<file path="src/streamer_params.svh">
`ifndef STREAMER_PARAMS_SVH
`define STREAMER_PARAMS_SVH

// Memory word and stream payload width in bits
`define STREAMER_DW 32

// Byte address width of the memory port
`define STREAMER_AW 32

// Load response FIFO depth
// Also the limit on reads in flight plus buffered words
`define STREAMER_LD_DEPTH 4

// Store FIFO depth between Z intake and write issue
`define STREAMER_ST_DEPTH 2

// Width of the word counters of both channels
`define STREAMER_LEN_W 16

`endif

</file>
<file path="src/streamer_pkg.sv">
`include "streamer_params.svh"

package streamer_pkg;

  // In-place format cast applied by both channels
  typedef enum logic {
    CAST_NONE = 1'b0,
    CAST_FP8  = 1'b1
  } cast_mode_e;

  // Address sequencer state
  typedef enum logic {
    ADDR_IDLE = 1'b0,
    ADDR_RUN  = 1'b1
  } addr_state_e;

  // Channel that owns the memory port in the current cycle
  typedef enum logic {
    OWNER_LOAD  = 1'b0,
    OWNER_STORE = 1'b1
  } grant_owner_e;

  // Load cast, two E5M2 bytes from the low half become two FP16 lanes
  // E5M2 is the upper byte of FP16, so the low byte of each lane is zero
  function automatic logic [`STREAMER_DW-1:0] fp8_to_fp16_pair(logic [`STREAMER_DW-1:0] word);
    return {word[15:8], 8'h00, word[7:0], 8'h00};
  endfunction

  // Store cast, keep the upper byte of each FP16 lane (truncation)
  // Packed result sits in the low half, upper half is zero
  function automatic logic [`STREAMER_DW-1:0] fp16_to_fp8_pair(logic [`STREAMER_DW-1:0] word);
    return {16'h0000, word[31:24], word[15:8]};
  endfunction

endpackage

</file>
<file path="src/addr_gen.sv">
`include "streamer_params.svh"

module addr_gen (
  input  logic                       clk_i,
  input  logic                       rst_n_i,
  input  logic                       clear_i,
  input  logic                       start_i,
  input  logic [`STREAMER_AW-1:0]    base_i,
  input  logic [`STREAMER_AW-1:0]    stride_i,
  input  logic [`STREAMER_LEN_W-1:0] len_i,
  input  logic                       accept_i,
  output logic                       active_o,
  output logic [`STREAMER_AW-1:0]    addr_o,
  output logic                       last_o
);
  import streamer_pkg::*;

  addr_state_e               state_q;
  logic [`STREAMER_AW-1:0]    addr_q;
  logic [`STREAMER_LEN_W-1:0] remain_q;

  // Control part, state and words still to hand out
  always_ff @(posedge clk_i or negedge rst_n_i) begin
    if (!rst_n_i) begin
      state_q  <= ADDR_IDLE;
      remain_q <= '0;
    end else if (clear_i) begin
      state_q  <= ADDR_IDLE;
      remain_q <= '0;
    end else if (start_i) begin
      // Zero length run never leaves idle
      state_q  <= (len_i != '0) ? ADDR_RUN : ADDR_IDLE;
      remain_q <= len_i;
    end else if (accept_i && state_q == ADDR_RUN) begin
      remain_q <= remain_q - 1'b1;
      if (last_o) begin
        state_q <= ADDR_IDLE;
      end
    end
  end

  // Address register, base on start then one stride per accept
  always_ff @(posedge clk_i) begin
    if (start_i) begin
      addr_q <= base_i;
    end else if (accept_i && state_q == ADDR_RUN) begin
      addr_q <= addr_q + stride_i;
    end
  end

  assign active_o = (state_q == ADDR_RUN);
  assign addr_o   = addr_q;
  // Final address of the run
  assign last_o   = active_o && (remain_q == `STREAMER_LEN_W'(1));

endmodule

</file>
<file path="src/load_channel.sv">
`include "streamer_params.svh"

module load_channel (
  input  logic                       clk_i,
  input  logic                       rst_n_i,
  input  logic                       clear_i,
  input  logic                       start_i,
  input  streamer_pkg::cast_mode_e   cast_mode_i,
  input  logic [`STREAMER_AW-1:0]    base_i,
  input  logic [`STREAMER_AW-1:0]    stride_i,
  input  logic [`STREAMER_LEN_W-1:0] len_i,
  input  logic                       gnt_i,
  input  logic                       r_valid_i,
  input  logic [`STREAMER_DW-1:0]    r_data_i,
  input  logic                       x_ready_i,
  output logic                       req_o,
  output logic [`STREAMER_AW-1:0]    add_o,
  output logic                       x_valid_o,
  output logic [`STREAMER_DW-1:0]    x_data_o,
  output logic                       done_o
);
  import streamer_pkg::*;

  localparam int unsigned DEPTH = `STREAMER_LD_DEPTH;
  // Depth is a power of two, pointers wrap on their own
  localparam int unsigned PW    = $clog2(DEPTH);
  localparam int unsigned CW    = $clog2(DEPTH + 1);

  logic                       start_q;
  logic [`STREAMER_AW-1:0]    base_q;
  logic [`STREAMER_AW-1:0]    stride_q;
  logic [`STREAMER_LEN_W-1:0] len_q;
  logic                       gen_active;
  logic                       accept;
  logic                       pop;
  logic [CW-1:0]              outst_q;
  logic [CW-1:0]              cnt_q;
  logic [CW:0]                used;
  logic [PW-1:0]              wptr_q;
  logic [PW-1:0]              rptr_q;
  logic [`STREAMER_DW-1:0]    mem_q [DEPTH];
  logic [`STREAMER_LEN_W-1:0] left_q;

  // Start register, config is captured with the raw pulse
  always_ff @(posedge clk_i or negedge rst_n_i) begin
    if (!rst_n_i) begin
      start_q <= 1'b0;
    end else begin
      start_q <= start_i & ~clear_i;
    end
  end

  always_ff @(posedge clk_i) begin
    if (start_i) begin
      base_q   <= base_i;
      stride_q <= stride_i;
      len_q    <= len_i;
    end
  end

  addr_gen i_addr_gen (
    .clk_i    ( clk_i      ),
    .rst_n_i  ( rst_n_i    ),
    .clear_i  ( clear_i    ),
    .start_i  ( start_q    ),
    .base_i   ( base_q     ),
    .stride_i ( stride_q   ),
    .len_i    ( len_q      ),
    .accept_i ( accept     ),
    .active_o ( gen_active ),
    .addr_o   ( add_o      ),
    .last_o   (            )
  );

  // Credit check, every read in flight owns a FIFO slot
  assign used   = outst_q + cnt_q;
  assign req_o  = gen_active && (used < (CW + 1)'(DEPTH));
  assign accept = req_o & gnt_i;
  assign pop    = x_valid_o & x_ready_i;

  always_ff @(posedge clk_i or negedge rst_n_i) begin
    if (!rst_n_i) begin
      outst_q <= '0;
      cnt_q   <= '0;
      wptr_q  <= '0;
      rptr_q  <= '0;
    end else if (clear_i) begin
      outst_q <= '0;
      cnt_q   <= '0;
      wptr_q  <= '0;
      rptr_q  <= '0;
    end else begin
      // Granted read adds one, response retires one
      if (accept != r_valid_i) begin
        outst_q <= accept ? outst_q + 1'b1 : outst_q - 1'b1;
      end
      // Responses always land, the slot was reserved at issue
      if (r_valid_i) begin
        wptr_q <= wptr_q + 1'b1;
      end
      if (pop) begin
        rptr_q <= rptr_q + 1'b1;
      end
      if (r_valid_i != pop) begin
        cnt_q <= r_valid_i ? cnt_q + 1'b1 : cnt_q - 1'b1;
      end
    end
  end

  always_ff @(posedge clk_i) begin
    if (r_valid_i) begin
      mem_q[wptr_q] <= r_data_i;
    end
  end

  // Head of FIFO drives X, cast on the way out
  assign x_valid_o = (cnt_q != '0);
  assign x_data_o  = (cast_mode_i == CAST_FP8) ? fp8_to_fp16_pair(mem_q[rptr_q]) : mem_q[rptr_q];

  // Words still to deliver on X
  always_ff @(posedge clk_i or negedge rst_n_i) begin
    if (!rst_n_i) begin
      left_q <= '0;
    end else if (clear_i) begin
      left_q <= '0;
    end else if (start_q) begin
      left_q <= len_q;
    end else if (pop && left_q != '0) begin
      left_q <= left_q - 1'b1;
    end
  end

  assign done_o = pop && (left_q == `STREAMER_LEN_W'(1));

endmodule

</file>
<file path="src/store_channel.sv">
`include "streamer_params.svh"

module store_channel (
  input  logic                       clk_i,
  input  logic                       rst_n_i,
  input  logic                       clear_i,
  input  logic                       start_i,
  input  streamer_pkg::cast_mode_e   cast_mode_i,
  input  logic [`STREAMER_AW-1:0]    base_i,
  input  logic [`STREAMER_AW-1:0]    stride_i,
  input  logic [`STREAMER_LEN_W-1:0] len_i,
  input  logic                       z_valid_i,
  input  logic [`STREAMER_DW-1:0]    z_data_i,
  input  logic                       gnt_i,
  output logic                       z_ready_o,
  output logic                       req_o,
  output logic [`STREAMER_AW-1:0]    add_o,
  output logic [`STREAMER_DW-1:0]    data_o,
  output logic [`STREAMER_DW/8-1:0]  be_o,
  output logic                       done_o
);
  import streamer_pkg::*;

  localparam int unsigned DEPTH = `STREAMER_ST_DEPTH;
  localparam int unsigned PW    = $clog2(DEPTH);
  localparam int unsigned CW    = $clog2(DEPTH + 1);

  logic                       start_q;
  logic [`STREAMER_AW-1:0]    base_q;
  logic [`STREAMER_AW-1:0]    stride_q;
  logic [`STREAMER_LEN_W-1:0] len_q;
  logic                       gen_active;
  logic                       gen_last;
  logic                       accept;
  logic                       push;
  logic [`STREAMER_DW-1:0]    z_word;
  logic [CW-1:0]              cnt_q;
  logic [PW-1:0]              wptr_q;
  logic [PW-1:0]              rptr_q;
  logic [`STREAMER_DW-1:0]    mem_q [DEPTH];
  logic [`STREAMER_LEN_W-1:0] in_left_q;

  always_ff @(posedge clk_i or negedge rst_n_i) begin
    if (!rst_n_i) begin
      start_q <= 1'b0;
    end else begin
      start_q <= start_i & ~clear_i;
    end
  end

  always_ff @(posedge clk_i) begin
    if (start_i) begin
      base_q   <= base_i;
      stride_q <= stride_i;
      len_q    <= len_i;
    end
  end

  addr_gen i_addr_gen (
    .clk_i    ( clk_i      ),
    .rst_n_i  ( rst_n_i    ),
    .clear_i  ( clear_i    ),
    .start_i  ( start_q    ),
    .base_i   ( base_q     ),
    .stride_i ( stride_q   ),
    .len_i    ( len_q      ),
    .accept_i ( accept     ),
    .active_o ( gen_active ),
    .addr_o   ( add_o      ),
    .last_o   ( gen_last   )
  );

  // Z is taken only while words of the run remain and a slot is free
  assign z_ready_o = (in_left_q != '0) && (cnt_q != CW'(DEPTH));
  assign push      = z_valid_i & z_ready_o;
  assign z_word    = (cast_mode_i == CAST_FP8) ? fp16_to_fp8_pair(z_data_i) : z_data_i;

  // One write per buffered word at the next generated address
  assign req_o  = (cnt_q != '0) && gen_active;
  assign accept = req_o & gnt_i;
  assign data_o = mem_q[rptr_q];
  // FP8 result only fills the low half
  assign be_o   = (cast_mode_i == CAST_FP8) ? 4'b0011 : 4'b1111;
  assign done_o = accept & gen_last;

  always_ff @(posedge clk_i or negedge rst_n_i) begin
    if (!rst_n_i) begin
      cnt_q     <= '0;
      wptr_q    <= '0;
      rptr_q    <= '0;
      in_left_q <= '0;
    end else if (clear_i) begin
      cnt_q     <= '0;
      wptr_q    <= '0;
      rptr_q    <= '0;
      in_left_q <= '0;
    end else begin
      if (start_q) begin
        in_left_q <= len_q;
      end else if (push) begin
        in_left_q <= in_left_q - 1'b1;
      end
      if (push) begin
        wptr_q <= wptr_q + 1'b1;
      end
      if (accept) begin
        rptr_q <= rptr_q + 1'b1;
      end
      if (push != accept) begin
        cnt_q <= push ? cnt_q + 1'b1 : cnt_q - 1'b1;
      end
    end
  end

  // Cast is applied before the word enters the FIFO
  always_ff @(posedge clk_i) begin
    if (push) begin
      mem_q[wptr_q] <= z_word;
    end
  end

endmodule

</file>
<file path="src/streamer_top.sv">
`include "streamer_params.svh"

module streamer_top (
  input  logic                       clk_i,
  input  logic                       rst_n_i,
  input  logic                       clear_i,
  input  logic                       start_i,
  input  streamer_pkg::cast_mode_e   cast_mode_i,
  input  logic                       z_priority_i,
  input  logic [`STREAMER_AW-1:0]    ld_base_i,
  input  logic [`STREAMER_AW-1:0]    ld_stride_i,
  input  logic [`STREAMER_LEN_W-1:0] ld_len_i,
  input  logic [`STREAMER_AW-1:0]    st_base_i,
  input  logic [`STREAMER_AW-1:0]    st_stride_i,
  input  logic [`STREAMER_LEN_W-1:0] st_len_i,
  // X stream towards the engine
  output logic                       x_valid_o,
  output logic [`STREAMER_DW-1:0]    x_data_o,
  input  logic                       x_ready_i,
  // Z stream from the engine
  input  logic                       z_valid_i,
  input  logic [`STREAMER_DW-1:0]    z_data_i,
  output logic                       z_ready_o,
  // Shared memory port
  output logic                       tcdm_req_o,
  input  logic                       tcdm_gnt_i,
  output logic [`STREAMER_AW-1:0]    tcdm_add_o,
  output logic                       tcdm_wen_o,
  output logic [`STREAMER_DW-1:0]    tcdm_data_o,
  output logic [`STREAMER_DW/8-1:0]  tcdm_be_o,
  input  logic                       tcdm_r_valid_i,
  input  logic [`STREAMER_DW-1:0]    tcdm_r_data_i,
  output logic                       ld_done_o,
  output logic                       st_done_o
);

  logic                      ld_req;
  logic                      ld_gnt;
  logic [`STREAMER_AW-1:0]   ld_add;
  logic                      st_req;
  logic                      st_gnt;
  logic [`STREAMER_AW-1:0]   st_add;
  logic [`STREAMER_DW-1:0]   st_data;
  logic [`STREAMER_DW/8-1:0] st_be;

  // Responses are in order and only reads get one, so they go straight to load
  load_channel i_load_channel (
    .clk_i       ( clk_i          ),
    .rst_n_i     ( rst_n_i        ),
    .clear_i     ( clear_i        ),
    .start_i     ( start_i        ),
    .cast_mode_i ( cast_mode_i    ),
    .base_i      ( ld_base_i      ),
    .stride_i    ( ld_stride_i    ),
    .len_i       ( ld_len_i       ),
    .gnt_i       ( ld_gnt         ),
    .r_valid_i   ( tcdm_r_valid_i ),
    .r_data_i    ( tcdm_r_data_i  ),
    .x_ready_i   ( x_ready_i      ),
    .req_o       ( ld_req         ),
    .add_o       ( ld_add         ),
    .x_valid_o   ( x_valid_o      ),
    .x_data_o    ( x_data_o       ),
    .done_o      ( ld_done_o      )
  );

  store_channel i_store_channel (
    .clk_i       ( clk_i       ),
    .rst_n_i     ( rst_n_i     ),
    .clear_i     ( clear_i     ),
    .start_i     ( start_i     ),
    .cast_mode_i ( cast_mode_i ),
    .base_i      ( st_base_i   ),
    .stride_i    ( st_stride_i ),
    .len_i       ( st_len_i    ),
    .z_valid_i   ( z_valid_i   ),
    .z_data_i    ( z_data_i    ),
    .gnt_i       ( st_gnt      ),
    .z_ready_o   ( z_ready_o   ),
    .req_o       ( st_req      ),
    .add_o       ( st_add      ),
    .data_o      ( st_data     ),
    .be_o        ( st_be       ),
    .done_o      ( st_done_o   )
  );

  tcdm_arbiter i_tcdm_arbiter (
    .z_priority_i ( z_priority_i ),
    .ld_req_i     ( ld_req       ),
    .ld_add_i     ( ld_add       ),
    .st_req_i     ( st_req       ),
    .st_add_i     ( st_add       ),
    .st_data_i    ( st_data      ),
    .st_be_i      ( st_be        ),
    .tcdm_gnt_i   ( tcdm_gnt_i   ),
    .ld_gnt_o     ( ld_gnt       ),
    .st_gnt_o     ( st_gnt       ),
    .tcdm_req_o   ( tcdm_req_o   ),
    .tcdm_add_o   ( tcdm_add_o   ),
    .tcdm_wen_o   ( tcdm_wen_o   ),
    .tcdm_data_o  ( tcdm_data_o  ),
    .tcdm_be_o    ( tcdm_be_o    )
  );

endmodule

</file>
<file path="src/tcdm_arbiter.sv">
`include "streamer_params.svh"

module tcdm_arbiter (
  input  logic                      z_priority_i,
  input  logic                      ld_req_i,
  input  logic [`STREAMER_AW-1:0]   ld_add_i,
  input  logic                      st_req_i,
  input  logic [`STREAMER_AW-1:0]   st_add_i,
  input  logic [`STREAMER_DW-1:0]   st_data_i,
  input  logic [`STREAMER_DW/8-1:0] st_be_i,
  input  logic                      tcdm_gnt_i,
  output logic                      ld_gnt_o,
  output logic                      st_gnt_o,
  output logic                      tcdm_req_o,
  output logic [`STREAMER_AW-1:0]   tcdm_add_o,
  output logic                      tcdm_wen_o,
  output logic [`STREAMER_DW-1:0]   tcdm_data_o,
  output logic [`STREAMER_DW/8-1:0] tcdm_be_o
);
  import streamer_pkg::*;

  grant_owner_e owner;

  // Store wins a tie only when Z priority is set
  always_comb begin
    if (st_req_i && (z_priority_i || !ld_req_i)) begin
      owner = OWNER_STORE;
    end else begin
      owner = OWNER_LOAD;
    end
  end

  assign tcdm_req_o  = ld_req_i | st_req_i;
  assign tcdm_add_o  = (owner == OWNER_STORE) ? st_add_i : ld_add_i;
  // Load owner means read, wen high
  assign tcdm_wen_o  = (owner == OWNER_LOAD);
  assign tcdm_data_o = (owner == OWNER_STORE) ? st_data_i : '0;
  // Reads fetch the full word
  assign tcdm_be_o   = (owner == OWNER_STORE) ? st_be_i : '1;

  // Grant goes back to the owner only
  assign ld_gnt_o = tcdm_gnt_i & ld_req_i & (owner == OWNER_LOAD);
  assign st_gnt_o = tcdm_gnt_i & st_req_i & (owner == OWNER_STORE);

endmodule
</file>
<file path="config.mk">
export PLATFORM = sky130hd
export DESIGN_NAME = streamer_top
export DESIGN_NICKNAME = d
export VERILOG_FILES = /design/src/streamer_pkg.sv /design/src/addr_gen.sv /design/src/load_channel.sv /design/src/store_channel.sv /design/src/streamer_top.sv /design/src/tcdm_arbiter.sv
export VERILOG_INCLUDE_DIRS = /design/src /design/src/src
export SDC_FILE = /design/constraint.sdc
export NUM_CORES = 1
export LEC_CHECK = 0
export BUFFER_PORTS_ARGS = -buffer_cell sky130_fd_sc_hd__buf_4
export CORE_UTILIZATION = 32
export DETAILED_ROUTE_END_ITERATION = 7
export HOLD_SLACK_MARGIN = 0.08
export PLACE_DENSITY = 0.6
export SLEW_MARGIN = 25
export SYNTH_ARGS = -nofsm -noshare
export SYNTH_HDL_FRONTEND = slang
export SYNTH_SLANG_ARGS = --single-unit
</file>
<file path="constraint.sdc">
create_clock -name clk_i -period 7.02 [get_ports clk_i]
set_clock_uncertainty 0.1 [all_clocks]
set_input_delay 0.351 -clock clk_i [delete_from_list [all_inputs] [get_ports clk_i]]
set_output_delay 0.351 -clock clk_i [all_outputs]
set_load 0.02 [all_outputs]
</file>
Word level (Yosys, flattened, before mapping). Memories as Yosys holds them, arrays and structs flattened. Cells that the tools add are included.

Memories: 2. Output and inout bits: 106. Register bits after elaboration: 305. RAM bits: 192.

Order comparisons: 1. Bitwise operators: 13. Multiplexer cells: 54. $add $sub $neg: 17. Eq/ne operators: 7. Reduce and logical (&&, ||, !) cells: 35.

Memory list: i_load_channel.mem_q (depth 4, width 32, rd ports 1, clocked after Yosys merged registers in 0, write ports 1, RTL line load_channel.sv:41) `` logic [`STREAMER_DW-1:0] mem_q [DEPTH]; ``; i_store_channel.mem_q (depth 2, width 32, rd ports 1, clocked after Yosys merged registers in 0, write ports 1, RTL line store_channel.sv:40) `` logic [`STREAMER_DW-1:0] mem_q [DEPTH]; ``.

Operators by type and width (number): 32-bit two-way mux (8); 16-bit two-way mux (12); 32-bit adder (2); 16-bit nonzero test (4); 16-bit by 1-bit subtractor with 16-bit output, second input constant (4); 16-bit by 1-bit equality test with 1-bit output, second input constant (3); 3-bit nonzero test (7); 2-bit nonzero test (10); 1-bit two-way mux (19); 3-bit two-way mux (6); 2-bit two-way mux (7); 1-bit AND (10); 1-bit logical AND (10); 4-bit two-way mux (2); 2-bit by 1-bit adder with 2-bit output, second input constant (3); 3-bit by 1-bit adder with 3-bit output, second input constant (2); 3-bit by 1-bit subtractor with 3-bit output, second input constant (2); 3-bit by 3-bit adder with 4-bit output (1); 4-bit by 3-bit less-than comparator with 1-bit output, second input constant (1); 2-bit AND reduction (2); 1-bit inequality test (3); 1-bit adder, second input constant (2); 2-bit inequality test, second input constant (1); 1-bit NOT (2); 4 further kinds (4).

Logic depth before layout (Yosys ltp).
Depth after elaboration: 14. Mapped depth: 11. Mapped depth without buffers: 11.

Hierarchy. Synthesis repeated with hierarchy kept, for this count alone.

Cell total of the unflattened synthesis: 1861. Area total of the unflattened synthesis: 24404.7 µm².

Modules (own cells, without submodules): load_channel (instances 1, area each 9151.3 µm², cells an instance 483, sequential area each 6921.6 µm²); addr_gen (instances 2, area each 3941.3 µm², cells an instance 455, sequential area each 1386.3 µm²); store_channel (instances 1, area each 6520.0 µm², cells an instance 386, sequential area each 4849.7 µm²); tcdm_arbiter (instances 1, area each 850.8 µm², cells an instance 82, sequential area each 0.0 µm²).

Worst setup path after synthesis. OpenSTA, ideal clock, no wires.

Kind: reg-to-reg. From: register i_store_channel.in_left_q[0]. To: memory i_store_channel.mem_q[0][0] (netlist bit), enable pin. Data required time: 6495 ps. Cell stages (with the launch flop): 8. Path slack: 3592 ps. Setup time: 425 ps. Data arrival time: 2903 ps. Path buffers: 1. Cell sequence: dfrtp_1 > inv_1 > ha_1 > nand2b_1 > nor4_1 > a211oi_1 > buf_2 > nor2b_1.

Cells in the longest elaborated chain, start to end: 5.

RTL lines: from (decl) (RTL line store_channel.sv:41) `` logic [`STREAMER_LEN_W-1:0] in_left_q; ``; from (signal assigned) (RTL line store_channel.sv:99) `in_left_q <= len_q;`; from (signal assigned) (RTL line store_channel.sv:101) `in_left_q <= in_left_q - 1'b1;`; 16-bit nonzero test (RTL line store_channel.sv:74) `assign z_ready_o = (in_left_q != '0) && (cnt_q != CW'(DEPTH));`; 1-bit logical AND (RTL line store_channel.sv:74); 1-bit AND (RTL line store_channel.sv:75) `assign push = z_valid_i & z_ready_o;`; 1-bit two-way mux (RTL line store_channel.sv:117) `if (push) begin`; 1-bit two-way mux (not written as such) (RTL line store_channel.sv:118) `mem_q[wptr_q] <= z_word;`; to (decl) (RTL line store_channel.sv:40).

Every way passes these cells.

Final worst setup path.
From: register i_load_channel.cnt_q[2]. To: output tcdm_add_o[2].

Cells in the longest elaborated chain, start to end: 8.

RTL lines: from (decl) (RTL line load_channel.sv:37) `logic [CW-1:0] cnt_q;`; from (signal assigned) (RTL line load_channel.sv:105) `cnt_q <= r_valid_i ? cnt_q + 1'b1 : cnt_q - 1'b1;`; 3-bit by 3-bit adder with 4-bit output (RTL line load_channel.sv:76) `assign used = outst_q + cnt_q;`; 4-bit by 3-bit less-than comparator with 1-bit output (RTL line load_channel.sv:77) `assign req_o = gen_active && (used < (CW + 1)'(DEPTH));`; 1-bit logical AND (RTL line load_channel.sv:77); 1-bit zero test (RTL line tcdm_arbiter.sv:26) `if (st_req_i && (z_priority_i || !ld_req_i)) begin`; 1-bit logical OR (RTL line tcdm_arbiter.sv:26); 1-bit logical AND (RTL line tcdm_arbiter.sv:26); 1-bit two-way mux (RTL line tcdm_arbiter.sv:26); 32-bit two-way mux (RTL line tcdm_arbiter.sv:34) `assign tcdm_add_o = (owner == OWNER_STORE) ? st_add_i : ld_add_i;`; to (decl) (RTL line streamer_top.sv:27) `` output logic [`STREAMER_AW-1:0] tcdm_add_o, ``.

Every way passes these cells.

==> qor.log <==
INFO  run_status     run_status=complete, no violations
INFO  cts            cts_inserted_buffers=58
INFO  cts            cts_root_buf=clkbuf_16
INFO  global_routing global_route.usage.met1=23.2%
INFO  layout         fin_util=43.3%
INFO  worst_setup_path crit-reg2reg-launch=i_store_channel.i_addr_gen.addr_o[0]$_DFFE_PP_
INFO  worst_hold_path timing.hold.worst.class=in2reg
INFO  worst_setup_path crit_path_cell_trace=ha_1 > nor4b_4 > a31oi_4 > buf_4 > inv_2 > buf_4 > nand2_1 > nand2_1 > buf_4
INFO  sta            final_min_period_over_clock_period=56.5%
INFO  global_routing grt.busiest_layer=met2
INFO  cts            clock_sinks=497
INFO  cts            cts-resized-gates=0
INFO  sta            timing.setup.tns=0ns
INFO  floorplanning  initial_cell_density_of_the_core=32.4%
INFO  route          postRouteAntennaNets=0
INFO  global_routing globalRouteMet2Util=29.4%
INFO  run            maxCapViolCount=0
INFO  placed_design  hpwl_detailed=45300um
INFO  sta            final_hold_violation_count=0
INFO  synthesis      yosys_most_used_dff=edfxtp_1
INFO  floorplanning  dieHeight=274um
INFO  worst_setup_path setup.reg_to_reg.worst_slack=3.68ns
INFO  worst_setup_path worst_path_max_delay_cell=buf_4
INFO  synthesis      yosys_warnings=0
INFO  floorplanning  full_die_area=74900squm
INFO  placed_design  finalWeightedCongestion=0.873
INFO  floorplanning  core_area=73000squm
INFO  synthesis      syn-cell-area=23600squm
INFO  worst_setup_path r2r.worst_path.cells=11
INFO  global_routing gr-usage-met3=2.62%
INFO  layout         layout_cell_share_with_drive_strength_beyond_1=21.6%
INFO  floorplanning  die_w=274um
INFO  sta            slew_violations=0
INFO  cts            clk-insertion-delay-late=0.64ns
INFO  cts            cts_buffer_depth=3
INFO  placed_design  buffer_ports.inserted=337
INFO  global_routing grt_antenna_before_repair=8
INFO  worst_setup_path setup.worst_path.class=reg2out
INFO  layout         area_growth=33.7%
INFO  sta            slew-limit-headroom=35.3%
INFO  synthesis      synth.area.top_cells=edfxtp_1 53%, dfrtp_1 8.6%, ha_1 4.0%
INFO  synthesis      netlist.top_cell.by_area=edfxtp_1
INFO  synthesis      yosysSeqAreaShare=61.5%
INFO  route          drt_iter0_drc=1257
INFO  floorplanning  ioPinCount=340
INFO  synthesis      postSynthAreaPerCell=12.7squm
INFO  worst_setup_path worstReg2RegEnd=i_store_channel.i_addr_gen.addr_o[28]$_DFFE_PP_
INFO  synthesis      synthCells=1863
INFO  worst_setup_path worstPathMaxFanout=64
INFO  worst_setup_path setup.worst_path.end_class=output port
INFO  worst_setup_path start_kind=register
INFO  synthesis      synth_top_cell_area_share=52.9%
INFO  cts            cts_tree=built
INFO  sta            rsz0062_at_grt=no
INFO  global_routing wire_length_of_the_first_global_routing_pass=101000um
INFO  route          route.final.wire_length=67000um
INFO  layout         fillerInstances=6597
INFO  worst_setup_path cp_peak_stage_delay=0.62ns
INFO  layout         design.final.nets=2739
INFO  pwr            power_leakage=12.1nW
INFO  worst_hold_path hold-path-endpoint=i_load_channel.i_addr_gen.remain_q[0]$_DFFE_PN0P_
INFO  worst_hold_path hold_start=tcdm_gnt_i
INFO  pwr            power_density_normalized_to_cell_area=297nW/um^2
INFO  worst_setup_path worstPathArrival=3.52ns
INFO  route          wire_per_inst=19.5um
INFO  route          detail_route.vias_per_cell=4.99
INFO  route          route.detailed.drc=0
INFO  global_routing grt_start_max_net_pins=97
INFO  global_routing grt-ovfl-total=0
INFO  global_routing global_route.usage.total=17.5%
INFO  route          route.vias.total=17161
INFO  synthesis      ys_async_sr_fraction=16.3%
INFO  synthesis      synth_cell_type_count=81
INFO  floorplanning  fp-row-count=99
INFO  global_routing via_count_of_the_first_global_routing_pass=17236
INFO  worst_setup_path cp_data_required_time=6.57ns
INFO  worst_hold_path worst_hold_path.num_cells=5
INFO  route          first_pass_iters=5
INFO  sta            layout_min_cycle_time=3.97ns
INFO  sta            maxClockFrequency=0.252GHz
INFO  synthesis      synth_seq_cells=497
INFO  cts            ctsHtreeMaxLevel=2
INFO  worst_setup_path cp_common_cell=buf_4
INFO  synthesis      synth_enable_flop_cells=416
INFO  pwr            vdd.ir_drop.worst=0.000226V
INFO  sta            report.final.setup_viol=0
INFO  sta            worst-slew-pin-transition=0.970ns
INFO  cts            clk_transition_reported_paths=0.06ns
## stage by stage
step	power, mW	instance area [sq um]	instances	hold slack (ns)	setup slack [ns]
2_1_floorplan	5.30	23600	1864	-0.0446	3.59
3_3_place_gp	6.08	27100	3089	0.0813	3.69
3_5_place_dp	6.12	27100	3089	0.0845	3.63
4_1_cts	9.46	31500	3433	0.110	2.95
5_1_grt	9.81	31600	3435	0.165	2.83
6_report	9.37	31600	3440	0.144	3.05
## cell usage after synthesis, types with 26 or more instances
library cell,instances
edfxtp_1,416
nand2_1,228
nor2_1,119
a21oi_1,96
o21ai_0,93
dfrtp_1,81
ha_1,75
clkbuf_1,69
xnor2_1,59
inv_1,51
xor2_1,46
nor2b_1,43
mux2_2,37
nor3_1,37
mux2i_1,35
mux4_2,32
a21o_1,28
nand3_1,27
a211oi_1,26
## placed cells by master, fill, tap and decap left out, types with 27 or more instances in the layout
cell,n
dlygate4sd3_1,236
mux2i_1,35
o21ai_0,93
a21oi_1,96
nor2b_1,42
xor2_1,46
nor2_1,119
nor3_1,37
ha_1,75
inv_1,50
a21o_1,28
xnor2_1,59
nand2_1,228
dfrtp_1,77
edfxtp_1,416
mux2_2,37
buf_4,350
clkbuf_16,58
mux4_2,32
nand3_1,27
## area by class of cell
type | count | area, sq um | area share [%]
Inverter | 52 | 195 | 0.618
Antenna cell | 7 | 17.5 | 0.0555
Clock inverter | 35 | 520 | 1.65
Multi-Input combinational cell | 1228 | 8580 | 27.2
Sequential cell | 497 | 14500 | 46.0
Timing Repair Buffer | 589 | 5020 | 15.9
Clock buffer | 73 | 1510 | 4.78
Tap cell | 959 | 1200 | 3.80
## power by group
part / internal (mW) / switching, mW / leakage, nW / total (mW)
clock network: 1.93 / 1.26 / 0.970 / 3.19
registers: 3.57 / 0.207 / 5.02 / 3.78
logic: 1.07 / 1.33 / 6.14 / 2.40
## cell families (layout without fill, tap and decap cells)
group / count (synthesis) / in the layout / synth area share, %
flip-flops: 497 / 497 / 61.5
AND/OR/NAND/NOR: 564 / 564 / 11.6
XOR/XNOR: 105 / 105 / 3.89
adder cells (fa/ha/maj): 79 / 79 / 4.31
multiplexers: 104 / 104 / 6.30
AO/OA/AOI/OAI: 374 / 374 / 10.1
other: 1 / 9 / 0.0159
buffers and inverters: 139 / 749 / 2.28
## flip-flops by register name (all words and copies together) (netlist names), 32 cells and up
signal                             flops
i_load_channel.mem_q                 128
i_store_channel.i_addr_gen.addr_o     32
i_store_channel.stride_q              32
i_load_channel.base_q                 32
i_load_channel.stride_q               32
i_store_channel.mem_q                 64
i_store_channel.base_q                32
i_load_channel.i_addr_gen.addr_o      32
## worst max-delay path by stage
stage	start	endpoint	slack, ns	cells after the start
final	i_load_channel.cnt_q[2]$_DFFE_PN0P_	tcdm_add_o[2]	3.05	9
after CTS	i_load_channel.cnt_q[2]$_DFFE_PN0P_	tcdm_add_o[2]	2.95	9
after detailed placement	i_load_channel.cnt_q[2]$_DFFE_PN0P_	tcdm_add_o[2]	3.63	9
after global placement	i_load_channel.cnt_q[2]$_DFFE_PN0P_	tcdm_add_o[3]	3.69	9
after global routing	i_load_channel.cnt_q[2]$_DFFE_PN0P_	tcdm_add_o[2]	2.83	9
after floorplan	i_store_channel.in_left_q[0]$_DFFE_PN0P_	i_store_channel.mem_q[0][0]$_DFFE_PP_	3.59	7
## layer usage
layer	up-vias	share of wire, %
met2	521	49
met4	2	2.6
li1	8061	-
met1	8469	43
met3	108	5.3
met5	-	0.012
## worst max-delay path, delay by kind of cell, from the launching register on
kind            cells  cell delay, ns
compound gates      1            0.13
fa+ha+maj           1            0.33
buf+inv             4            1.14
flops               1            0.40
simple gates        3            0.86
## repair_timing
action	4_1_cts	5_1_grt
endpoints found under the hold margin	437	0
buffers inserted	0	0
hold buffers	236	0
Note: power is estimated with default switching activity, not from simulation.
